[src/common/rx_cfg_pkg.sv]
// Serial receiver configuration
// Lane count, byte framing, sync pattern and buffer sizing

`default_nettype none

package rx_cfg_pkg;

    // ========================================
    // Lane geometry
    // ========================================
    localparam int NUM_LANES = 4;           // Serial lanes
    localparam int LANE_ID_W = 2;           // Lane number width
    localparam int BYTE_W    = 8;           // Bits per byte

    // Alignment pattern, sent LSB first
    localparam logic [BYTE_W-1:0] SYNC_BYTE = 8'hBC;

    // ========================================
    // Buffering and flow control
    // ========================================
    localparam int FIFO_DEPTH = 8;          // Flit FIFO entries
    localparam int FIFO_PTR_W = 3;          // Index into FIFO_DEPTH entries
    localparam int CREDIT_MAX = 4;          // Downstream buffer, in flits
    localparam int CREDIT_W   = 3;          // Credit counter width

endpackage : rx_cfg_pkg

`default_nettype wire
[src/common/rx_types_pkg.sv]
// Serial receiver types
// Command, lane control, lane byte and output flit formats
// shared by lane control, lanes, merge and top

`default_nettype none

package rx_types_pkg;

    import rx_cfg_pkg::*;

    // ========================================
    // Lane command interface
    // ========================================
    typedef enum logic [1:0] {
        CMD_NOP     = 2'd0,                 // No effect
        CMD_ENABLE  = 2'd1,                 // Set enable on masked lanes
        CMD_DISABLE = 2'd2,                 // Clear enable on masked lanes
        CMD_REALIGN = 2'd3                  // Back to hunt on masked lanes
    } lane_cmd_e;

    typedef struct packed {
        lane_cmd_e            op;
        logic [NUM_LANES-1:0] mask;         // One bit per lane
    } rx_cmd_t;

    // Per-lane control from the command decoder
    typedef struct packed {
        logic enable;
        logic realign;                      // Single cycle pulse
    } lane_ctl_t;

    // ========================================
    // Lane datapath
    // ========================================
    typedef enum logic [0:0] {
        ST_HUNT   = 1'b0,                   // Searching for sync
        ST_LOCKED = 1'b1                    // Byte boundary known
    } lane_state_e;

    typedef struct packed {
        logic              valid;           // One cycle per byte, no handshake
        logic [BYTE_W-1:0] data;
    } lane_byte_t;

    typedef struct packed {
        logic [LANE_ID_W-1:0] lane;         // Source lane tag
        logic [BYTE_W-1:0]    data;
    } rx_flit_t;

endpackage : rx_types_pkg

`default_nettype wire

[src/hdl/serial_rx_top.sv]
// Four lane serial receiver top
// Command decoder, one deserializer per lane and the lane merge

`timescale 1ns/1ps
`default_nettype none

module serial_rx_top
    import rx_cfg_pkg::*, rx_types_pkg::*;
(
    input  wire                  clk,
    input  wire                  rst_n,
    input  wire [NUM_LANES-1:0]  serial_in,     // One bit per lane
    input  rx_cmd_t              cmd,
    input  wire                  cmd_valid,
    output rx_flit_t             out_flit,
    output logic                 out_valid,
    input  wire                  credit_in,
    output logic [NUM_LANES-1:0] lane_locked,
    output logic                 overflow
);

    lane_ctl_t  lane_ctl  [NUM_LANES];
    lane_byte_t lane_byte [NUM_LANES];

    rx_lane_ctrl u_lane_ctrl (
        .clk       (clk),
        .rst_n     (rst_n),
        .cmd       (cmd),
        .cmd_valid (cmd_valid),
        .lane_ctl  (lane_ctl)
    );

    // ========================================
    // Lane deserializers
    // ========================================
    for (genvar g = 0; g < NUM_LANES; g++) begin : g_lane
        lane_deser u_lane_deser (
            .clk       (clk),
            .rst_n     (rst_n),
            .ctl       (lane_ctl[g]),
            .serial_in (serial_in[g]),
            .lane_byte (lane_byte[g]),
            .locked    (lane_locked[g])
        );
    end

    lane_merge u_lane_merge (
        .clk       (clk),
        .rst_n     (rst_n),
        .lane_byte (lane_byte),
        .out_flit  (out_flit),
        .out_valid (out_valid),
        .credit_in (credit_in),
        .overflow  (overflow)
    );

endmodule : serial_rx_top

`default_nettype wire

[src/lane_merge/lane_merge.sv]
// Lane merge
// Holds one byte per lane, drains them round robin into a flit
// FIFO and sends flits downstream under credit flow control

`timescale 1ns/1ps
`default_nettype none

module lane_merge
    import rx_cfg_pkg::*, rx_types_pkg::*;
(
    input  wire        clk,
    input  wire        rst_n,
    input  lane_byte_t lane_byte [NUM_LANES],   // Must be taken on valid
    output rx_flit_t   out_flit,
    output logic       out_valid,
    input  wire        credit_in,               // One credit per pulse
    output logic       overflow                 // Sticky until reset
);

    // ========================================
    // Holding registers and round robin
    // ========================================
    rx_flit_t             hold_flit [NUM_LANES];
    logic [NUM_LANES-1:0] hold_valid;
    logic [LANE_ID_W-1:0] rr_ptr;
    logic [NUM_LANES-1:0] drain;                // Lane moved into FIFO
    logic                 fifo_push;
    logic                 fifo_pop;
    logic                 fifo_empty;
    logic                 fifo_full;
    rx_flit_t             fifo_head;
    logic [CREDIT_W-1:0]  credit_cnt;

    assign fifo_push = hold_valid[rr_ptr] && !fifo_full;
    assign drain     = fifo_push ? (NUM_LANES'(1) << rr_ptr) : '0;
    assign fifo_pop  = !fifo_empty && (credit_cnt != '0);

    // Capture with lane tag, refill allowed in the drain cycle
    always_ff @(posedge clk) begin
        for (int i = 0; i < NUM_LANES; i++) begin
            if (lane_byte[i].valid && (!hold_valid[i] || drain[i])) begin
                hold_flit[i].lane <= LANE_ID_W'(i);
                hold_flit[i].data <= lane_byte[i].data;
            end
        end
    end

    always_ff @(posedge clk or negedge rst_n) begin
        if (!rst_n) begin
            hold_valid <= '0;
            rr_ptr     <= '0;
            overflow   <= 1'b0;
        end else begin
            rr_ptr <= rr_ptr + 1'b1;            // Visit every lane in turn
            for (int i = 0; i < NUM_LANES; i++) begin
                if (lane_byte[i].valid) begin
                    if (hold_valid[i] && !drain[i])
                        overflow <= 1'b1;       // Byte lost
                    else
                        hold_valid[i] <= 1'b1;
                end else if (drain[i]) begin
                    hold_valid[i] <= 1'b0;
                end
            end
        end
    end

    flit_fifo u_flit_fifo (
        .clk       (clk),
        .rst_n     (rst_n),
        .push      (fifo_push),
        .push_flit (hold_flit[rr_ptr]),
        .pop       (fifo_pop),
        .pop_flit  (fifo_head),
        .empty     (fifo_empty),
        .full      (fifo_full)
    );

    // ========================================
    // Credit output
    // ========================================
    always_ff @(posedge clk or negedge rst_n) begin
        if (!rst_n) begin
            credit_cnt <= CREDIT_W'(CREDIT_MAX);
            out_valid  <= 1'b0;
        end else begin
            out_valid <= fifo_pop;
            case ({fifo_pop, credit_in})
                2'b10:   credit_cnt <= credit_cnt - 1'b1;  // Spend
                2'b01:   credit_cnt <= credit_cnt + 1'b1;  // Returned
                default: ;                                 // Net zero
            endcase
        end
    end

    always_ff @(posedge clk) begin
        if (fifo_pop)
            out_flit <= fifo_head;
    end

endmodule : lane_merge

`default_nettype wire

[src/lane_merge/flit_fifo.sv]
// Tagged flit FIFO
// Circular buffer between lane collection and credit output

`timescale 1ns/1ps
`default_nettype none

module flit_fifo
    import rx_cfg_pkg::*, rx_types_pkg::*;
(
    input  wire      clk,
    input  wire      rst_n,
    input  wire      push,                      // Never while full
    input  rx_flit_t push_flit,
    input  wire      pop,                       // Never while empty
    output rx_flit_t pop_flit,
    output logic     empty,
    output logic     full
);

    rx_flit_t              mem [FIFO_DEPTH];
    logic [FIFO_PTR_W-1:0] wr_ptr;
    logic [FIFO_PTR_W-1:0] rd_ptr;
    logic [FIFO_PTR_W:0]   count;               // Occupancy, 0 to FIFO_DEPTH

    always_ff @(posedge clk) begin
        if (push)
            mem[wr_ptr] <= push_flit;
    end

    always_ff @(posedge clk or negedge rst_n) begin
        if (!rst_n) begin
            wr_ptr <= '0;
            rd_ptr <= '0;
            count  <= '0;
        end else begin
            if (push) wr_ptr <= wr_ptr + 1'b1;  // Power of two depth, wraps
            if (pop)  rd_ptr <= rd_ptr + 1'b1;
            case ({push, pop})
                2'b10:   count <= count + 1'b1;
                2'b01:   count <= count - 1'b1;
                default: ;                      // Both or neither
            endcase
        end
    end

    assign pop_flit = mem[rd_ptr];              // Head, read ahead
    assign empty    = (count == '0);
    assign full     = (count == (FIFO_PTR_W+1)'(FIFO_DEPTH));

endmodule : flit_fifo

`default_nettype wire

[src/hdl/lane_deser.sv]
// Single lane deserializer
// Hunts for the sync byte at any bit offset, then frames the
// following bits into bytes, LSB first

`timescale 1ns/1ps
`default_nettype none

module lane_deser
    import rx_cfg_pkg::*, rx_types_pkg::*;
(
    input  wire        clk,
    input  wire        rst_n,
    input  lane_ctl_t  ctl,                     // Enable and realign
    input  wire        serial_in,               // One bit per clock
    output lane_byte_t lane_byte,
    output logic       locked
);

    // ========================================
    // Window and framing state
    // ========================================
    lane_state_e       state;
    logic [BYTE_W-1:0] window;                  // Newest bit at the top
    logic [2:0]        phase;                   // Data bits in window, minus one
    logic              byte_valid;
    logic [BYTE_W-1:0] byte_data;
    logic              byte_done;

    // Full byte sits in the window this cycle
    assign byte_done = (state == ST_LOCKED) && (phase == 3'd7);

    always_ff @(posedge clk or negedge rst_n) begin
        if (!rst_n) begin
            state      <= ST_HUNT;
            window     <= '0;
            phase      <= '0;
            byte_valid <= 1'b0;
        end else if (!ctl.enable) begin
            // Idle lane, flush everything
            state      <= ST_HUNT;
            window     <= '0;
            phase      <= '0;
            byte_valid <= 1'b0;
        end else begin
            window     <= {serial_in, window[BYTE_W-1:1]};  // LSB arrives first
            byte_valid <= 1'b0;
            if (ctl.realign) begin
                state <= ST_HUNT;               // Drop lock at once
                phase <= '0;
            end else begin
                case (state)
                    ST_HUNT: begin
                        phase <= '0;
                        // Compare at every bit offset
                        if (window == SYNC_BYTE)
                            state <= ST_LOCKED;
                    end
                    ST_LOCKED: begin
                        phase <= phase + 3'd1;  // Wraps on each boundary
                        if (phase == 3'd7)
                            byte_valid <= (window != SYNC_BYTE);  // Swallow sync
                    end
                    default: state <= ST_HUNT;
                endcase
            end
        end
    end

    // Byte payload
    always_ff @(posedge clk) begin
        if (byte_done)
            byte_data <= window;
    end

    assign lane_byte.valid = byte_valid;
    assign lane_byte.data  = byte_data;
    assign locked          = (state == ST_LOCKED);

endmodule : lane_deser

`default_nettype wire

[src/hdl/rx_lane_ctrl.sv]
// Lane command decoder
// Keeps the per-lane enable register and turns masked commands
// into enable updates and single cycle realign pulses

`timescale 1ns/1ps
`default_nettype none

module rx_lane_ctrl
    import rx_cfg_pkg::*, rx_types_pkg::*;
(
    input  wire                clk,
    input  wire                rst_n,
    input  rx_cmd_t            cmd,             // Qualified by cmd_valid
    input  wire                cmd_valid,
    output lane_ctl_t          lane_ctl [NUM_LANES]
);

    logic [NUM_LANES-1:0] enable_q;             // Sticky lane enables
    logic [NUM_LANES-1:0] realign_q;            // One cycle pulses

    // Command takes effect one cycle after cmd_valid
    always_ff @(posedge clk or negedge rst_n) begin
        if (!rst_n) begin
            enable_q  <= '0;
            realign_q <= '0;
        end else begin
            realign_q <= '0;                    // Pulse default
            if (cmd_valid) begin
                case (cmd.op)
                    CMD_ENABLE:  enable_q  <= enable_q | cmd.mask;
                    CMD_DISABLE: enable_q  <= enable_q & ~cmd.mask;
                    CMD_REALIGN: realign_q <= cmd.mask;
                    default:     ;              // NOP, nothing to do
                endcase
            end
        end
    end

    // Fan out into per-lane control words
    always_comb begin
        for (int i = 0; i < NUM_LANES; i++) begin
            lane_ctl[i].enable  = enable_q[i];
            lane_ctl[i].realign = realign_q[i];
        end
    end

endmodule : rx_lane_ctrl

`default_nettype wire

[config.mk]
export PLATFORM = sky130hd
export DESIGN_NAME = serial_rx_top
export DESIGN_NICKNAME = d
export VERILOG_FILES = /design/src/common/rx_cfg_pkg.sv /design/src/common/rx_types_pkg.sv /design/src/hdl/serial_rx_top.sv /design/src/lane_merge/lane_merge.sv /design/src/lane_merge/flit_fifo.sv /design/src/hdl/lane_deser.sv /design/src/hdl/rx_lane_ctrl.sv
export SDC_FILE = /design/constraint.sdc
export NUM_CORES = 1
export LEC_CHECK = 0
export BUFFER_PORTS_ARGS = -buffer_cell sky130_fd_sc_hd__buf_2
export CORE_AREA = 2 2 126 128
export DETAILED_ROUTE_END_ITERATION = 10
export DIE_AREA = 0 0 128 130
export PLACE_DENSITY = 0.75
export SKIP_CTS_REPAIR_TIMING = 1
export SYNTH_ARGS = -nofsm -noshare
export SYNTH_HDL_FRONTEND = slang
export SYNTH_HIERARCHICAL = 1
export SYNTH_SLANG_ARGS = --single-unit
[constraint.sdc]
create_clock -name clk -period 3.08 [get_ports clk]
set_clock_uncertainty 0.1 [all_clocks]
set_input_delay 0.308 -clock clk [delete_from_list [all_inputs] [get_ports clk]]
set_output_delay 0.308 -clock clk [all_outputs]
set_load 0.01 [all_outputs]
**Word level (Yosys, flattened, before mapping)**

Memory sizes are Yosys's and may differ from the RTL's. A register that Yosys moved wholly into a read port is not among the register bits.
Index checks and enable logic that the tools add are counted.

- Reduce and logical (&&, ||, !) cells: 42
- Shift-type cells: 1
- Bitwise gates (word level): 7
- Multipliers: 0
- $add $sub $neg: 11
- Divide/modulo/power cells: 0
- Order comparisons: 1
- Equal/unequal tests: 24
- Muxes and demuxes: 86

Operators by type and width:

| cell | count |
|---|---|
| $mux W1 | 63 |
| $eq A8 B8 Y1 const B | 4 |
| $mux W8 | 4 |
| $ne A8 B8 Y1 const B | 4 |
| $pmux W3 S2 | 5 |
| $mux W3 | 8 |
| $add A3 B1 Y3 const B | 7 |
| $pmux W4 S2 | 2 |
| $logic_and A1 B1 Y1 | 14 |
| $reduce_bool A2 Y1 | 7 |
| $eq A3 B3 Y1 const B | 4 |
| $mux W4 | 3 |
| $logic_not A1 Y1 | 10 |
| $reduce_and A2 Y1 | 5 |
| $eq A2 B2 Y1 const B | 4 |
| $ne A2 B2 Y1 const B | 4 |
| $eq A2 B1 Y1 const B | 3 |
| $add A4 B1 Y4 const B | 1 |
| $and A4 B4 Y4 | 1 |
| $eq A4 B4 Y1 const B | 1 |
| $logic_not A4 Y1 | 1 |
| $logic_or A1 B1 Y1 | 4 |
| $not A1 Y1 | 4 |
| $not A4 Y4 | 1 |
| other kinds (8) | 8 |

- Memory bits (writable): 120
- Bits in read-only memories: 0
- Memories: 2
- Output and inout bits: 16
- Word-level logic and storage cells: 207
- Bits in registers: 113
- Latch bits: 0

Memories:

| memory | depth | bits a word | rd ports | clocked after memory_dff | wr ports | RTL line | source |
|---|---|---|---|---|---|---|---|
| u_lane_merge.u_flit_fifo.mem | 8 | 10 | 1 | 1 | 1 | flit_fifo.sv:20 | `rx_flit_t mem [FIFO_DEPTH];` |
| u_lane_merge.hold_flit | 4 | 10 | 1 | 0 | 4 | lane_merge.sv:23 | `rx_flit_t hold_flit [NUM_LANES];` |

**Longest topological paths before layout**

Gate-level depths: netlist of the first run.

- Depth after elaboration: 14
- Gate-level depth with buffers: 11
- Mapped depth without buffers: 11

**Hierarchy**

The synthesis of the first run kept the hierarchy.

By module, submodules not included:

| module | cells each | times used | area each (µm²) |
|---|---|---|---|
| flit_fifo | 169 | 1 | 3,638.5 |
| lane_deser | 44 | 4 | 724.4 |
| lane_merge | 102 | 1 | 2,063.2 |
| rx_lane_ctrl | 27 | 1 | 344.1 |

**Least setup slack after synthesis of the first run**

OpenSTA, ideal clock, no wires.

- Path type: reg-to-reg
- From: reg u_lane_merge.rr_ptr[0]
- To: reg u_lane_merge.u_flit_fifo.count[2]
- Library setup time: 0.126 ns
- Path buffers: 1
- Data required time: 2.854 ns
- Period minus slack after synthesis: 2.687 ns
- Stages on the path, launching flop included: 12
- Data arrival time: 2.461 ns
- Setup slack: 0.393 ns
- Cells stage by stage: dfrtp_1 buf_6 mux4_2 and2_2 inv_1 ha_1 xor2_1 ha_1 a21oi_1 xor2_1 nor2_1 xor2_1

- Word-level cells in the longest chain between the ends: 5
- Elaborated cells on any way between the ends: 7

Ends and longest elaborated chain:

| element | RTL line | source |
|---|---|---|
| start, declared | lane_merge.sv:25 | `logic [LANE_ID_W-1:0] rr_ptr;` |
| start signal, assigned | lane_merge.sv:54 | `rr_ptr <= rr_ptr + 1'b1;` |
| $bmux W1 S2 * | lane_merge.sv:34 | `assign fifo_push = hold_valid[rr_ptr] && !fifo_full;` |
| $mux W1 (implied by the code) * | lane_merge.sv:34 |  |
| $logic_and A1 B1 Y1 * | lane_merge.sv:34 |  |
| net u_lane_merge.fifo_push | lane_merge.sv:27 | `logic fifo_push;` |
| $eq A2 B1 Y1 / $eq A2 B2 Y1 (equally long branches) | flit_fifo.sv:38 | `case ({push, pop})` |
| $pmux W4 S2 / $reduce_bool A2 Y1 (equally long branches) | n/a |  |
| end signal, assigned | flit_fifo.sv:39 | `2'b10: count <= count + 1'b1;` |
| end signal, assigned | flit_fifo.sv:40 | `2'b01: count <= count - 1'b1;` |
| end, declared | flit_fifo.sv:23 | `logic [FIFO_PTR_W:0] count;` |

Mark *: on every way through the listed nets, which the timed path passes. The rest lies on a longest branch. The select of a mux whose other input is x is not followed.
A chain may end at the register's enable or synchronous reset.

**Worst setup path after layout of the first run**

- From: reg u_lane_merge.u_flit_fifo.count[1]
- To: reg u_lane_merge.u_flit_fifo.count[2]

- Word-level cells in the longest chain between the ends: 5
- Elaborated cells on any way between the ends: 12

Ends and longest elaborated chain:

| element | RTL line | source |
|---|---|---|
| $eq A4 B4 Y1 * | flit_fifo.sv:48 | `assign full = (count == (FIFO_PTR_W+1)'(FIFO_DEPTH));` |
| net u_lane_merge.fifo_full | lane_merge.sv:30 | `logic fifo_full;` |
| $logic_not A1 Y1 * | lane_merge.sv:34 |  |
| $logic_and A1 B1 Y1 * | lane_merge.sv:34 |  |
| net u_lane_merge.fifo_push | lane_merge.sv:27 |  |
| $eq A2 B1 Y1 / $eq A2 B2 Y1 (equally long branches) | flit_fifo.sv:38 |  |
| $pmux W4 S2 / $reduce_bool A2 Y1 (equally long branches) | n/a |  |

Mark *: on every way through the listed nets, which the timed path passes. The rest lies on a longest branch.

==> results by group, run 1 <==
Run status
  – Status: complete, no violations

Synthesis
  – Synth top area share: 51.7%
  – Gate Count Post-Synth: 474
  – Cell taking the most area after synthesis: edfxtp_1
  – Number of nets in the synthesized netlist: 509
  – Distinct cells, synth: 39
  – Register bit total from synthesis: 235
  – Proportion of synthesized chip area in sequential cells: 74.4%
  – Library cell with the highest instance count after synthesis: edfxtp_1
  – Async set or reset register ratio after synthesis: 34.5%
  – Post-Syn Area: 8940 um2
  – Yosys warnings: 6
  – EDFF count, synth: 154
  – Most frequent cells after synthesis: 154 x edfxtp_1, 80 x dfrtp_1, 32 x and2_1
  – Avg Cell Area, Syn: 18.9 um2
  – Main area contributors after synthesis: edfxtp_1 52%, dfrtp_1 22%, mux4_1 8.2%, ha_1 2.8%, and2_1 2.2%
  – Top_reg_cell synth: edfxtp_1

Global routing
  – Wire length of the first global-routing pass: 22800 um
  – Largest net degree at the start of global routing: 48
  – Vias in the first global route: 4222
  – Gr usage total: 18.3%
  – Aggregate global routing overflow: 0
  – Number of antenna violations at the first check in global routing: 0

Drt
  – Drt total wl: 14500 um
  – Initial detailed-routing violation count: 244
  – Wire per inst: 19.5 um
  – Post-detailed-route count of antenna-violating nets: 0
  – Via count: 4132
  – Number of remaining DRC errors: 0
  – Number of optimization iterations in the first detailed-route pass: 7
  – Vias per Instance: 5.55

Critical path
  – CP Launch Type: register
  – Worst endpoint required time: 3.37 ns
  – Critical path data arrival time: 3.01 ns
  – Kind of critical path: register to register
  – Crit-path max FO: 7
  – CP Capture Type: register

Placement
  – Cell area reported after detailed placement: 9320 um2
  – Global placement routability congestion: 0.743
  – Post-detailed-placement half-perimeter wirelength: 9310 um
  – Number of I/O port buffers: 29

Die
  – Cell row count: 46
  – DIE AREA: 16600 um2
  – Number of primary I/O pins: 30
  – Die Span Y: 130 um
  – Initial cell density of the core: 58.0%
  – Core Footprint: 15400 um2
  – Die outline width: 128 um

Clocking
  – CTS tree: yes
  – Clock sink count: 235
  – # H-tree levels: 1
  – Number of buffers created by CTS: 24
  – Clk_lat worst skew: 0.51 ns
  – Register clock-pin slew on the reported worst setup and hold paths: 0.06 ns
  – Clock Path Buffers: 3
  – Root Buffer: clkbuf_16

Job
  – Max capacitance violation total: 0

Timing
  – Number of hold violations in the final report: 0
  – Highest Clock Rate: 368 MHz
  – Worst slew margin: 27.7%
  – Pins over their slew limit: 0
  – Final setup violation count: 0
  – Fin crit share: 88.3%
  – Setup_tns: 0 ns
  – Setup repair after global routing missed its margin: false
  – Slew at the pin with the worst max-slew slack: 1.08 ns
  – Minimum clock period after layout: 2.72 ns

Cells and area
  – P&R area growth vs syn: 13.6%
  – Antenna diode instance count: 0
  – Fraction of final layout cells with drive strength greater than 1: 20.7%
  – Number of nets in the layout: 569
  – Filler instances: 1026
  – Post-route cell area: 10200 um2

Min path
  – Class of the worst hold path: primary input to register

Power and ir drop
  – Largest vdd supply drop: 526 uV
  – Power Dens Cells: 643 nW/um2
  – Leakage Power: 3.98 nW
[worst paths after layout]
path,endpoint,slack [ns],cells past startpoint,start
max in group asynchronous,g_lane[3].u_lane_deser/window[1],1.91,3,rst_n
setup reg to reg,u_lane_merge/u_flit_fifo/count[2],0.36,11,u_lane_merge/u_flit_fifo/count[1]
hold / removal,u_lane_ctrl/realign_q[2],0.005,2,cmd[2]
min in group asynchronous,u_lane_merge/out_valid,0.25,2,rst_n
hold reg to reg,u_lane_merge/hold_flit[0][6],0.31,0,g_lane[0].u_lane_deser/byte_data[6]
setup / recovery,u_lane_merge/u_flit_fifo/count[2],0.36,11,u_lane_merge/u_flit_fifo/count[1]
[state kept, by name (all words and copies together) (netlist names), named ones only]
signal and flops:
g_lane.u_lane_deser/phase 12, u_lane_merge/rr_ptr 2, u_lane_merge/u_flit_fifo/wr_ptr 3, g_lane.u_lane_deser/locked 4
g_lane.u_lane_deser/byte_valid 4, u_lane_merge/u_flit_fifo/rd_ptr 3, u_lane_merge/credit_cnt 3, u_lane_ctrl/realign_q 4
u_lane_merge/out_flit 10, g_lane.u_lane_deser/window 32, u_lane_merge/hold_valid 4, u_lane_merge/u_flit_fifo/mem 80
g_lane.u_lane_deser/byte_data 32, u_lane_merge/overflow 1, u_lane_merge/u_flit_fifo/count 4, u_lane_merge/out_valid 1
u_lane_merge/hold_flit 32
[area by class of cell]
type                            count  area [um2]  area share [%]
Inverter                           15        56.3           0.554
Clock inverter                     13         126            1.24
Timing Repair Buffer               45         285            2.81
Multi-Input combinational cell    213        2150            21.2
Sequential cell                   235        6650            65.5
Clock buffer                       31         648            6.38
Tap cell                          192         240            2.36
[worst max-delay path: stages (launching register included)]
cell     delay, ns
dfrtp_1       0.46
nor4b_1       0.36
inv_1         0.16
and2_2        0.25
inv_1         0.10
ha_1          0.25
xor2_1        0.12
ha_1          0.20
a21oi_1       0.17
xor2_1        0.21
nor2_1        0.08
xor2_1        0.15
[metrics by stage]
step	worst slack, ns	std cells	hold WS (ns)	util (%)	total power, mW
final	0.360	744	0.00505	65.9	6.53
after global placement	0.602	693	0.261	60.4	3.78
after detailed placement	0.421	693	0.266	60.4	3.80
after floorplan	0.393	474	-0.0876	-	3.71
after global routing	0.164	744	0.00511	65.9	6.77
after CTS	0.348	737	-0.273	65.4	6.60
[cell families after synthesis]
| family | after synthesis | synth area share [%] |
|---|---|---|
| flip-flops | 235 | 74.4 |
| AO/OA/AOI/OAI | 14 | 1.13 |
| multiplexers | 47 | 10.7 |
| buffers and inverters | 26 | 1.52 |
| adder cells (fa/ha/maj) | 21 | 3.02 |
| XOR/XNOR | 12 | 1.18 |
| AND/OR/NAND/NOR | 119 | 8.07 |
[power by group]
group	internal (mW)	switching [mW]	total, mW
sequential	3.46	0.0895	3.55
clock	1.66	1.13	2.79
combinational	0.101	0.0872	0.189
total	5.22	1.31	6.53
[per-layer routing]
layer  part of all wire (%)  global-route usage (%)  vias to the layer above  wire [um]
met5                      0                       0                        -          0
met4                    2.6                    6.72                        0        382
met3                    3.3                    2.79                       31        471
met2                     54                    33.9                       80       7800
met1                     40                    22.0                     2102       5830
li1                       -                       -                     1919          -
[layout by cell type, fill, tap and decap left out, types with 5 or more instances in the layout]
cell / count
xor2_1: 8
nor2b_1: 7
edfxtp_1: 154
dfrtp_1: 80
ha_1: 20
nor2_1: 16
mux2_2: 14
inv_1: 15
buf_2: 28
clkbuf_16: 25
clkbuf_1: 6
nand2_1: 17
buf_4: 10
and3_1: 8
and2_2: 5
mux4_1: 28
and2_1: 32
dlygate4sd3_1: 7
or2_2: 5
clkinv_2: 6
Power figures use the tool's default switching activity.
==> run 2, diff against run 1 <==
--- a/config.mk
+++ b/config.mk
@@ -7,9 +7,11 @@
 export LEC_CHECK = 0
 export BUFFER_PORTS_ARGS = -buffer_cell sky130_fd_sc_hd__buf_2
 export CORE_AREA = 2 2 126 128
+export CTS_CLUSTER_SIZE = 28
 export DETAILED_ROUTE_END_ITERATION = 10
 export DIE_AREA = 0 0 128 130
 export PLACE_DENSITY = 0.75
+export RECOVER_POWER = 25
 export SKIP_CTS_REPAIR_TIMING = 1
 export SYNTH_ARGS = -nofsm -noshare
 export SYNTH_HDL_FRONTEND = slang
==> results by group, run 2 (synthesized netlist as in run 1, its figures left out) <==
Run status
  – Status: complete, no violations

Cells and area
  – P&R area growth vs syn: 13.6%
  – Most common library cell in the layout ignoring fill and taps: edfxtp_1
  – Fraction of final layout cells with drive strength greater than 1: 20.3%
  – Number of nets in the layout: 569
  – Antenna diode instance count: 0
  – Post-route cell area: 10200 um2
  – Register with the most flip-flops: u_lane_merge/u_flit_fifo/mem
  – Non-filler instance count after layout: 744
  – Top library cells by usage in the layout, fill and taps aside: 154 x edfxtp_1, 80 x dfrtp_1, 28 x mux4_1, 27 x buf_2, 25 x clkbuf_16
  – Filler instances: 1030
  – Max reg flops: 80

Critical path
  – Logic depth of the worst register-to-register path: 11
  – CP dominant cell by count: xor2_1
  – Crit-path max FO: 7
  – Worst endpoint required time: 3.37 ns
  – Reg-to-Reg Start: u_lane_merge/u_flit_fifo/count[1]
  – CP Capture Type: register
  – Worst setup path start: u_lane_merge/u_flit_fifo/count[1]
  – Reg-to-reg critical path endpoint: u_lane_merge/u_flit_fifo/count[2]
  – CP Launch Type: register
  – Cells traversed along the worst timing path: nor4b_1 > inv_1 > and2_2 > inv_1 > ha_1 > xor2_1 > ha_1 > a21oi_1 > xor2_1 > nor2_1 > xor2_1
  – Largest incremental delay on the critical path: 0.46 ns
  – Reg2Reg Setup Slack: 0.35 ns
  – Critical path data arrival time: 3.01 ns
  – Termination of the worst setup path: u_lane_merge/u_flit_fifo/count[2]
  – Worst-path cell with the longest stage delay: dfrtp_1
  – Kind of critical path: register to register

Drt
  – Number of optimization iterations in the first detailed-route pass: 9
  – Uppermost layer routed: met4
  – Drt total wl: 14500 um
  – Post-detailed-route count of antenna-violating nets: 0
  – Via count: 4165
  – Initial detailed-routing violation count: 267
  – Post-Route M1 WL: 5760 um
  – Number of remaining DRC errors: 0
  – Routed wl met3: 493 um
  – Met2 WL post-DR: 7840 um
  – Wire per inst: 19.4 um
  – Vias per Instance: 5.60

Global routing
  – Number of antenna violations at the first check in global routing: 0
  – Vias in the first global route: 4222
  – Aggregate global routing overflow: 0
  – Largest net degree at the start of global routing: 48
  – Wire length of the first global-routing pass: 22800 um
  – Gr usage total: 18.3%

Clocking
  – # H-tree levels: 1
  – Number of buffers created by CTS: 24
  – Clk_lat worst skew: 0.51 ns
  – CTS tree: yes
  – Clock Path Buffers: 3
  – Clock sink count: 235
  – Root Buffer: clkbuf_16
  – Register clock-pin slew on the reported worst setup and hold paths: 0.06 ns

Placement
  – Post-detailed-placement half-perimeter wirelength: 9310 um
  – Inst Count DP: 693
  – Global placement routability congestion: 0.743
  – Number of I/O port buffers: 29
  – Cell area reported after detailed placement: 9320 um2

Die
  – DIE AREA: 16600 um2
  – Initial cell density of the core: 58.0%
  – Die Span Y: 130 um
  – Cell row count: 46
  – Core Footprint: 15400 um2
  – Die outline width: 128 um
  – Number of primary I/O pins: 30

Power and ir drop
  – Fraction of power spent switching nets: 20.1%
  – Reg power frac: 54.4%
  – Net switching power figure: 1.31 mW
  – Combinational power share: 2.8%
  – Power Dens Cells: 643 nW/um2
  – Largest vdd supply drop: 526 uV
  – Total power of the final layout: 6.53 mW
  – Leakage Power: 3.96 nW
  – Clock power share: 42.8%
  – Internal power consumption: 5.22 mW

Timing
  – Final setup violation count: 0
  – Setup_tns: 0 ns
  – Pins over their slew limit: 0
  – Slew at the pin with the worst max-slew slack: 1.19 ns
  – Minimum clock period after layout: 2.73 ns
  – Highest Clock Rate: 367 MHz
  – Setup repair after global routing missed its margin: false
  – Final-layout worst hold slack: 0.00504 ns
  – Worst slew margin: 21.0%
  – Number of hold violations in the final report: 0
  – Fin crit share: 88.5%

Job
  – Max capacitance violation total: 0

Min path
  – Class of the worst hold path: primary input to register
## run 2: layer usage
| layer | up-vias | global-route usage (%) |
|---|---|---|
| met5 | - | 0 |
| li1 | 1921 | - |
| met1 | 2133 | 22.0 |
| met2 | 81 | 33.9 |
| met3 | 30 | 2.79 |
| met4 | 0 | 6.72 |
## run 2: layout make-up
class	count	area, um2	share of cell area, %
clock buffers	31	648	6.38
repair buffers	45	278	2.73
multi-input cells	213	2150	21.2
clock inverters	13	126	1.24
inverters	15	56.3	0.554
well taps	192	240	2.37
flip-flops and latches	235	6650	65.5
## run 2: worst min-delay path by stage
stage	slack, ns	end	from	depth (start not counted)
after global placement	0.26	u_lane_merge/out_valid	rst_n	1
after detailed placement	0.27	u_lane_merge/out_valid	rst_n	1
after global routing	0.005	u_lane_ctrl/realign_q[2]	cmd[2]	2
final	0.005	u_lane_ctrl/realign_q[2]	cmd[2]	2
after floorplan	-0.09	g_lane[0].u_lane_deser/byte_valid	rst_n	0
after CTS	-0.27	u_lane_merge/out_valid	rst_n	1
## run 2: worst max-delay path, delay by kind of cell, from the launching register on
kind	cells	cell delay, ns
AND/OR/NAND/NOR	3	0.69
buffers and inverters	2	0.26
XOR/XNOR	3	0.47
AO/OA/AOI/OAI	1	0.17
flip-flops	1	0.46
adder cells (fa/ha/maj)	2	0.45
## run 2: metrics by stage
step	worst slack [ns]	utilization [%]
2_1_floorplan	0.393	-
3_3_place_gp	0.602	60.4
3_5_place_dp	0.421	60.4
4_1_cts	0.348	65.4
5_1_grt	0.164	65.8
6_report	0.354	65.8
## run 2: power groups by stage
stage / Clock [mW] / Combinational (mW) / Sequential, mW
floorplan: 0 / 0.125 / 3.58
global placement: 0 / 0.173 / 3.60
detailed placement: 0 / 0.185 / 3.61
CTS: 2.86 / 0.189 / 3.55
global route: 2.99 / 0.213 / 3.56
finish: 2.79 / 0.185 / 3.55
==> run 3, diff against run 2 <==
--- a/config.mk
+++ b/config.mk
@@ -5,14 +5,14 @@
 export SDC_FILE = /design/constraint.sdc
 export NUM_CORES = 1
 export LEC_CHECK = 0
+export ABC_AREA = 1
 export BUFFER_PORTS_ARGS = -buffer_cell sky130_fd_sc_hd__buf_2
-export CORE_AREA = 2 2 126 128
+export CORE_AREA = 2 2 127 129
 export CTS_CLUSTER_SIZE = 28
 export DETAILED_ROUTE_END_ITERATION = 10
-export DIE_AREA = 0 0 128 130
-export PLACE_DENSITY = 0.75
+export DIE_AREA = 0 0 129 131
+export PLACE_DENSITY = 0.76
 export RECOVER_POWER = 25
-export SKIP_CTS_REPAIR_TIMING = 1
 export SYNTH_ARGS = -nofsm -noshare
 export SYNTH_HDL_FRONTEND = slang
 export SYNTH_HIERARCHICAL = 1
==> results by group, run 3 <==
Run status
  – Status: complete, no violations

Timing
  – Minimum clock period after layout: 2.64 ns
  – Number of hold violations in the final report: 0
  – Fin crit share: 85.6%
  – Worst slew margin: 31.1%
  – Setup repair after global routing missed its margin: false
  – Pins over their slew limit: 0
  – Highest Clock Rate: 379 MHz
  – Slew at the pin with the worst max-slew slack: 1.03 ns
  – Final setup violation count: 0
  – Setup_tns: 0 ns

Clocking
  – Register clock-pin slew on the reported worst setup and hold paths: 0.06 ns
  – CTS tree: yes
  – Clock sink count: 235
  – # H-tree levels: 1
  – Clk_lat worst skew: 0.50 ns
  – Root Buffer: clkbuf_16
  – Setup Fix Bufs, Post-CTS: 0
  – Clock Path Buffers: 3
  – Number of buffers created by CTS: 24

Critical path
  – Critical path data arrival time: 2.92 ns
  – Crit-path max FO: 20
  – CP Capture Type: register
  – CP Launch Type: register
  – Worst-path cell with the longest stage delay: dfrtp_1
  – Worst setup path start: u_lane_merge/rr_ptr[1]
  – Kind of critical path: register to register
  – Cells traversed along the worst timing path: inv_4 > nand3_2 > nand2_4 > nand2_1 > inv_1 > inv_2 > ha_1 > nor2_1 > nor2_1 > ha_1 > a21oi_1 > xor2_1 > o21ai_1
  – Reg-to-Reg Start: u_lane_merge/rr_ptr[1]
  – Largest incremental delay on the critical path: 0.60 ns
  – Logic depth of the worst register-to-register path: 13
  – Worst endpoint required time: 3.36 ns

Global routing
  – Vias in the first global route: 5569
  – Gr usage total: 20.7%
  – Number of antenna violations at the first check in global routing: 0
  – Aggregate global routing overflow: 0
  – Largest net degree at the start of global routing: 82
  – Wire length of the first global-routing pass: 27000 um

Synthesis
  – Top_reg_cell synth: edfxtp_1
  – Most frequent cells after synthesis: 154 x edfxtp_1, 145 x nand2_1, 94 x nor2_1
  – Avg Cell Area, Syn: 12.1 um2
  – Number of nets in the synthesized netlist: 794
  – Library cell with the highest instance count after synthesis: edfxtp_1
  – Synth top area share: 50.3%
  – Proportion of synthesized chip area in sequential cells: 72.3%
  – Async set or reset register ratio after synthesis: 34.5%
  – Gate Count Post-Synth: 759
  – EDFF count, synth: 154
  – Main area contributors after synthesis: edfxtp_1 50%, dfrtp_1 22%, nand2_1 5.9%, nor2_1 3.8%, inv_1 3.5%
  – Register bit total from synthesis: 235
  – Cell taking the most area after synthesis: edfxtp_1
  – Distinct cells, synth: 33
  – Yosys warnings: 6
  – Post-Syn Area: 9200 um2

Power and ir drop
  – Largest vdd supply drop: 422 uV
  – Clock power share: 42.8%
  – Internal power consumption: 5.08 mW
  – Total power of the final layout: 6.37 mW
  – Fraction of power spent switching nets: 20.2%
  – Reg power frac: 54.4%
  – Combinational power share: 2.8%
  – Leakage Power: 4.33 nW
  – Net switching power figure: 1.29 mW
  – Power Dens Cells: 614 nW/um2

Drt
  – Wire per inst: 16.0 um
  – Number of optimization iterations in the first detailed-route pass: 5
  – Vias per Instance: 5.19
  – Via count: 5418
  – Initial detailed-routing violation count: 374
  – Number of remaining DRC errors: 0
  – Post-detailed-route count of antenna-violating nets: 0
  – Drt total wl: 16700 um

Min path
  – Class of the worst hold path: primary input to register
  – Cells on Worst Hold Path: 3
  – Launch point of the worst hold path: cmd_valid

Job
  – Max capacitance violation total: 0

Die
  – Number of primary I/O pins: 30
  – Die outline width: 129 um
  – Initial cell density of the core: 59.0%
  – Core Footprint: 15600 um2
  – Cell row count: 46
  – Die Span Y: 131 um
  – DIE AREA: 16900 um2

Cells and area
  – Number of nets in the layout: 844
  – Max reg flops: 80
  – Antenna diode instance count: 0
  – Fraction of final layout cells with drive strength greater than 1: 10.9%
  – P&R area growth vs syn: 12.7%
  – Filler instances: 1114
  – Register with the most flip-flops: u_lane_merge/u_flit_fifo/mem
  – Top library cells by usage in the layout, fill and taps aside: 154 x edfxtp_1, 149 x nand2_1, 94 x nor2_1, 87 x inv_1, 80 x dfrtp_1
  – Most common library cell in the layout ignoring fill and taps: edfxtp_1

Placement
  – Number of I/O port buffers: 29
  – Global placement routability congestion: 0.922
  – Post-detailed-placement half-perimeter wirelength: 10600 um
==> run 3: changes by cell type after synthesis, sizes merged, moves of 14 or more <==
| cell | previous run | this run |
|---|---|---|
| buf | 8 | 23 |
| o22ai | 0 | 28 |
| nand3 | 0 | 16 |
| mux2 | 14 | 0 |
| nor2 | 16 | 94 |
| nand2 | 17 | 152 |
| inv | 15 | 93 |
| mux4 | 29 | 0 |
| o21ai | 0 | 61 |
| and2 | 37 | 0 |
==> run 3: layer usage <==
layer	part of all wire, %	vias to the layer above	track usage [%]
met2	52	157	37.7
met4	2.9	0	6.91
met1	41	2601	25.3
met5	0	-	0
met3	4.3	38	3.42
li1	-	2622	-
==> run 3: final cells by class <==
cell class	count	area (um2)	share of cell area, %
clock buffer	35	683	6.59
clock inverter	9	68.8	0.663
inverter	95	362	3.49
multi-input combinational	403	2020	19.4
sequential	235	6650	64.1
tap	216	270	2.61
timing repair buffer	50	319	3.08
==> run 3: repair_timing <==
action | CTS | global route
gates resized for setup | 0 | 1
hold endpoints to repair | 92 | 0
hold buffers | 9 | 0
endpoints found under the setup margin | 0 | 1
==> run 3: metrics by stage <==
stage / hold slack (ns) / area, um2 / setup WS, ns / util [%] / instances
final: 0.0444 / 10400 / 0.442 / 66.5 / 1043
after floorplan: -0.0876 / 9200 / 0.297 / - / 759
after CTS: 0.0216 / 10400 / 0.221 / 66.7 / 1043
after global routing: 0.0336 / 10400 / 0.171 / 66.5 / 1043
after detailed placement: 0.305 / 9550 / 0.243 / 61.3 / 990
after global placement: 0.304 / 9550 / 0.467 / 61.3 / 990
==> run 3: path summary, 6_finish.rpt <==
path	end	slack, ns
max	u_lane_merge/u_flit_fifo/count[2]	0.44
min	register	0.04
max reg2reg	u_lane_merge/u_flit_fifo/count[2]	0.44
min reg2reg	u_lane_merge/hold_flit[2][7]	0.32
max in group asynchronous	g_lane[2].u_lane_deser/byte_valid	1.78
min in group asynchronous	g_lane[0].u_lane_deser/locked	0.45
==> run 3: power by group through the flow <==
| stage | logic, mW | clock network, mW | registers (mW) |
|---|---|---|---|
| 6_report | 0.181 | 2.72 | 3.46 |
| 5_1_grt | 0.208 | 2.91 | 3.47 |
| 4_1_cts | 0.180 | 2.78 | 3.47 |
| 3_5_place_dp | 0.169 | 0 | 3.53 |
| 3_3_place_gp | 0.154 | 0 | 3.52 |
| 2_1_floorplan | 0.143 | 0 | 3.49 |
==> run 3: cell families after synthesis <==
kind of cell / Yosys count / share of synthesized area (%)
AOI/OAI and AO/OA: 101 / 6.05
xor gates and xnor gates: 8 / 0.762
buffers and inverters: 121 / 5.67
DFF: 235 / 72.3
and+or+nand+nor: 273 / 12.3
adders and majority gates: 21 / 2.94
==> run 3: worst max-delay path: cells and delay by family (launching register included) <==
kind | cells | cell delay [ns]
flops | 1 | 0.60
simple gates | 5 | 0.50
fa+ha+maj | 2 | 0.43
buf+inv | 3 | 0.41
compound gates | 2 | 0.25
xor+xnor | 1 | 0.21
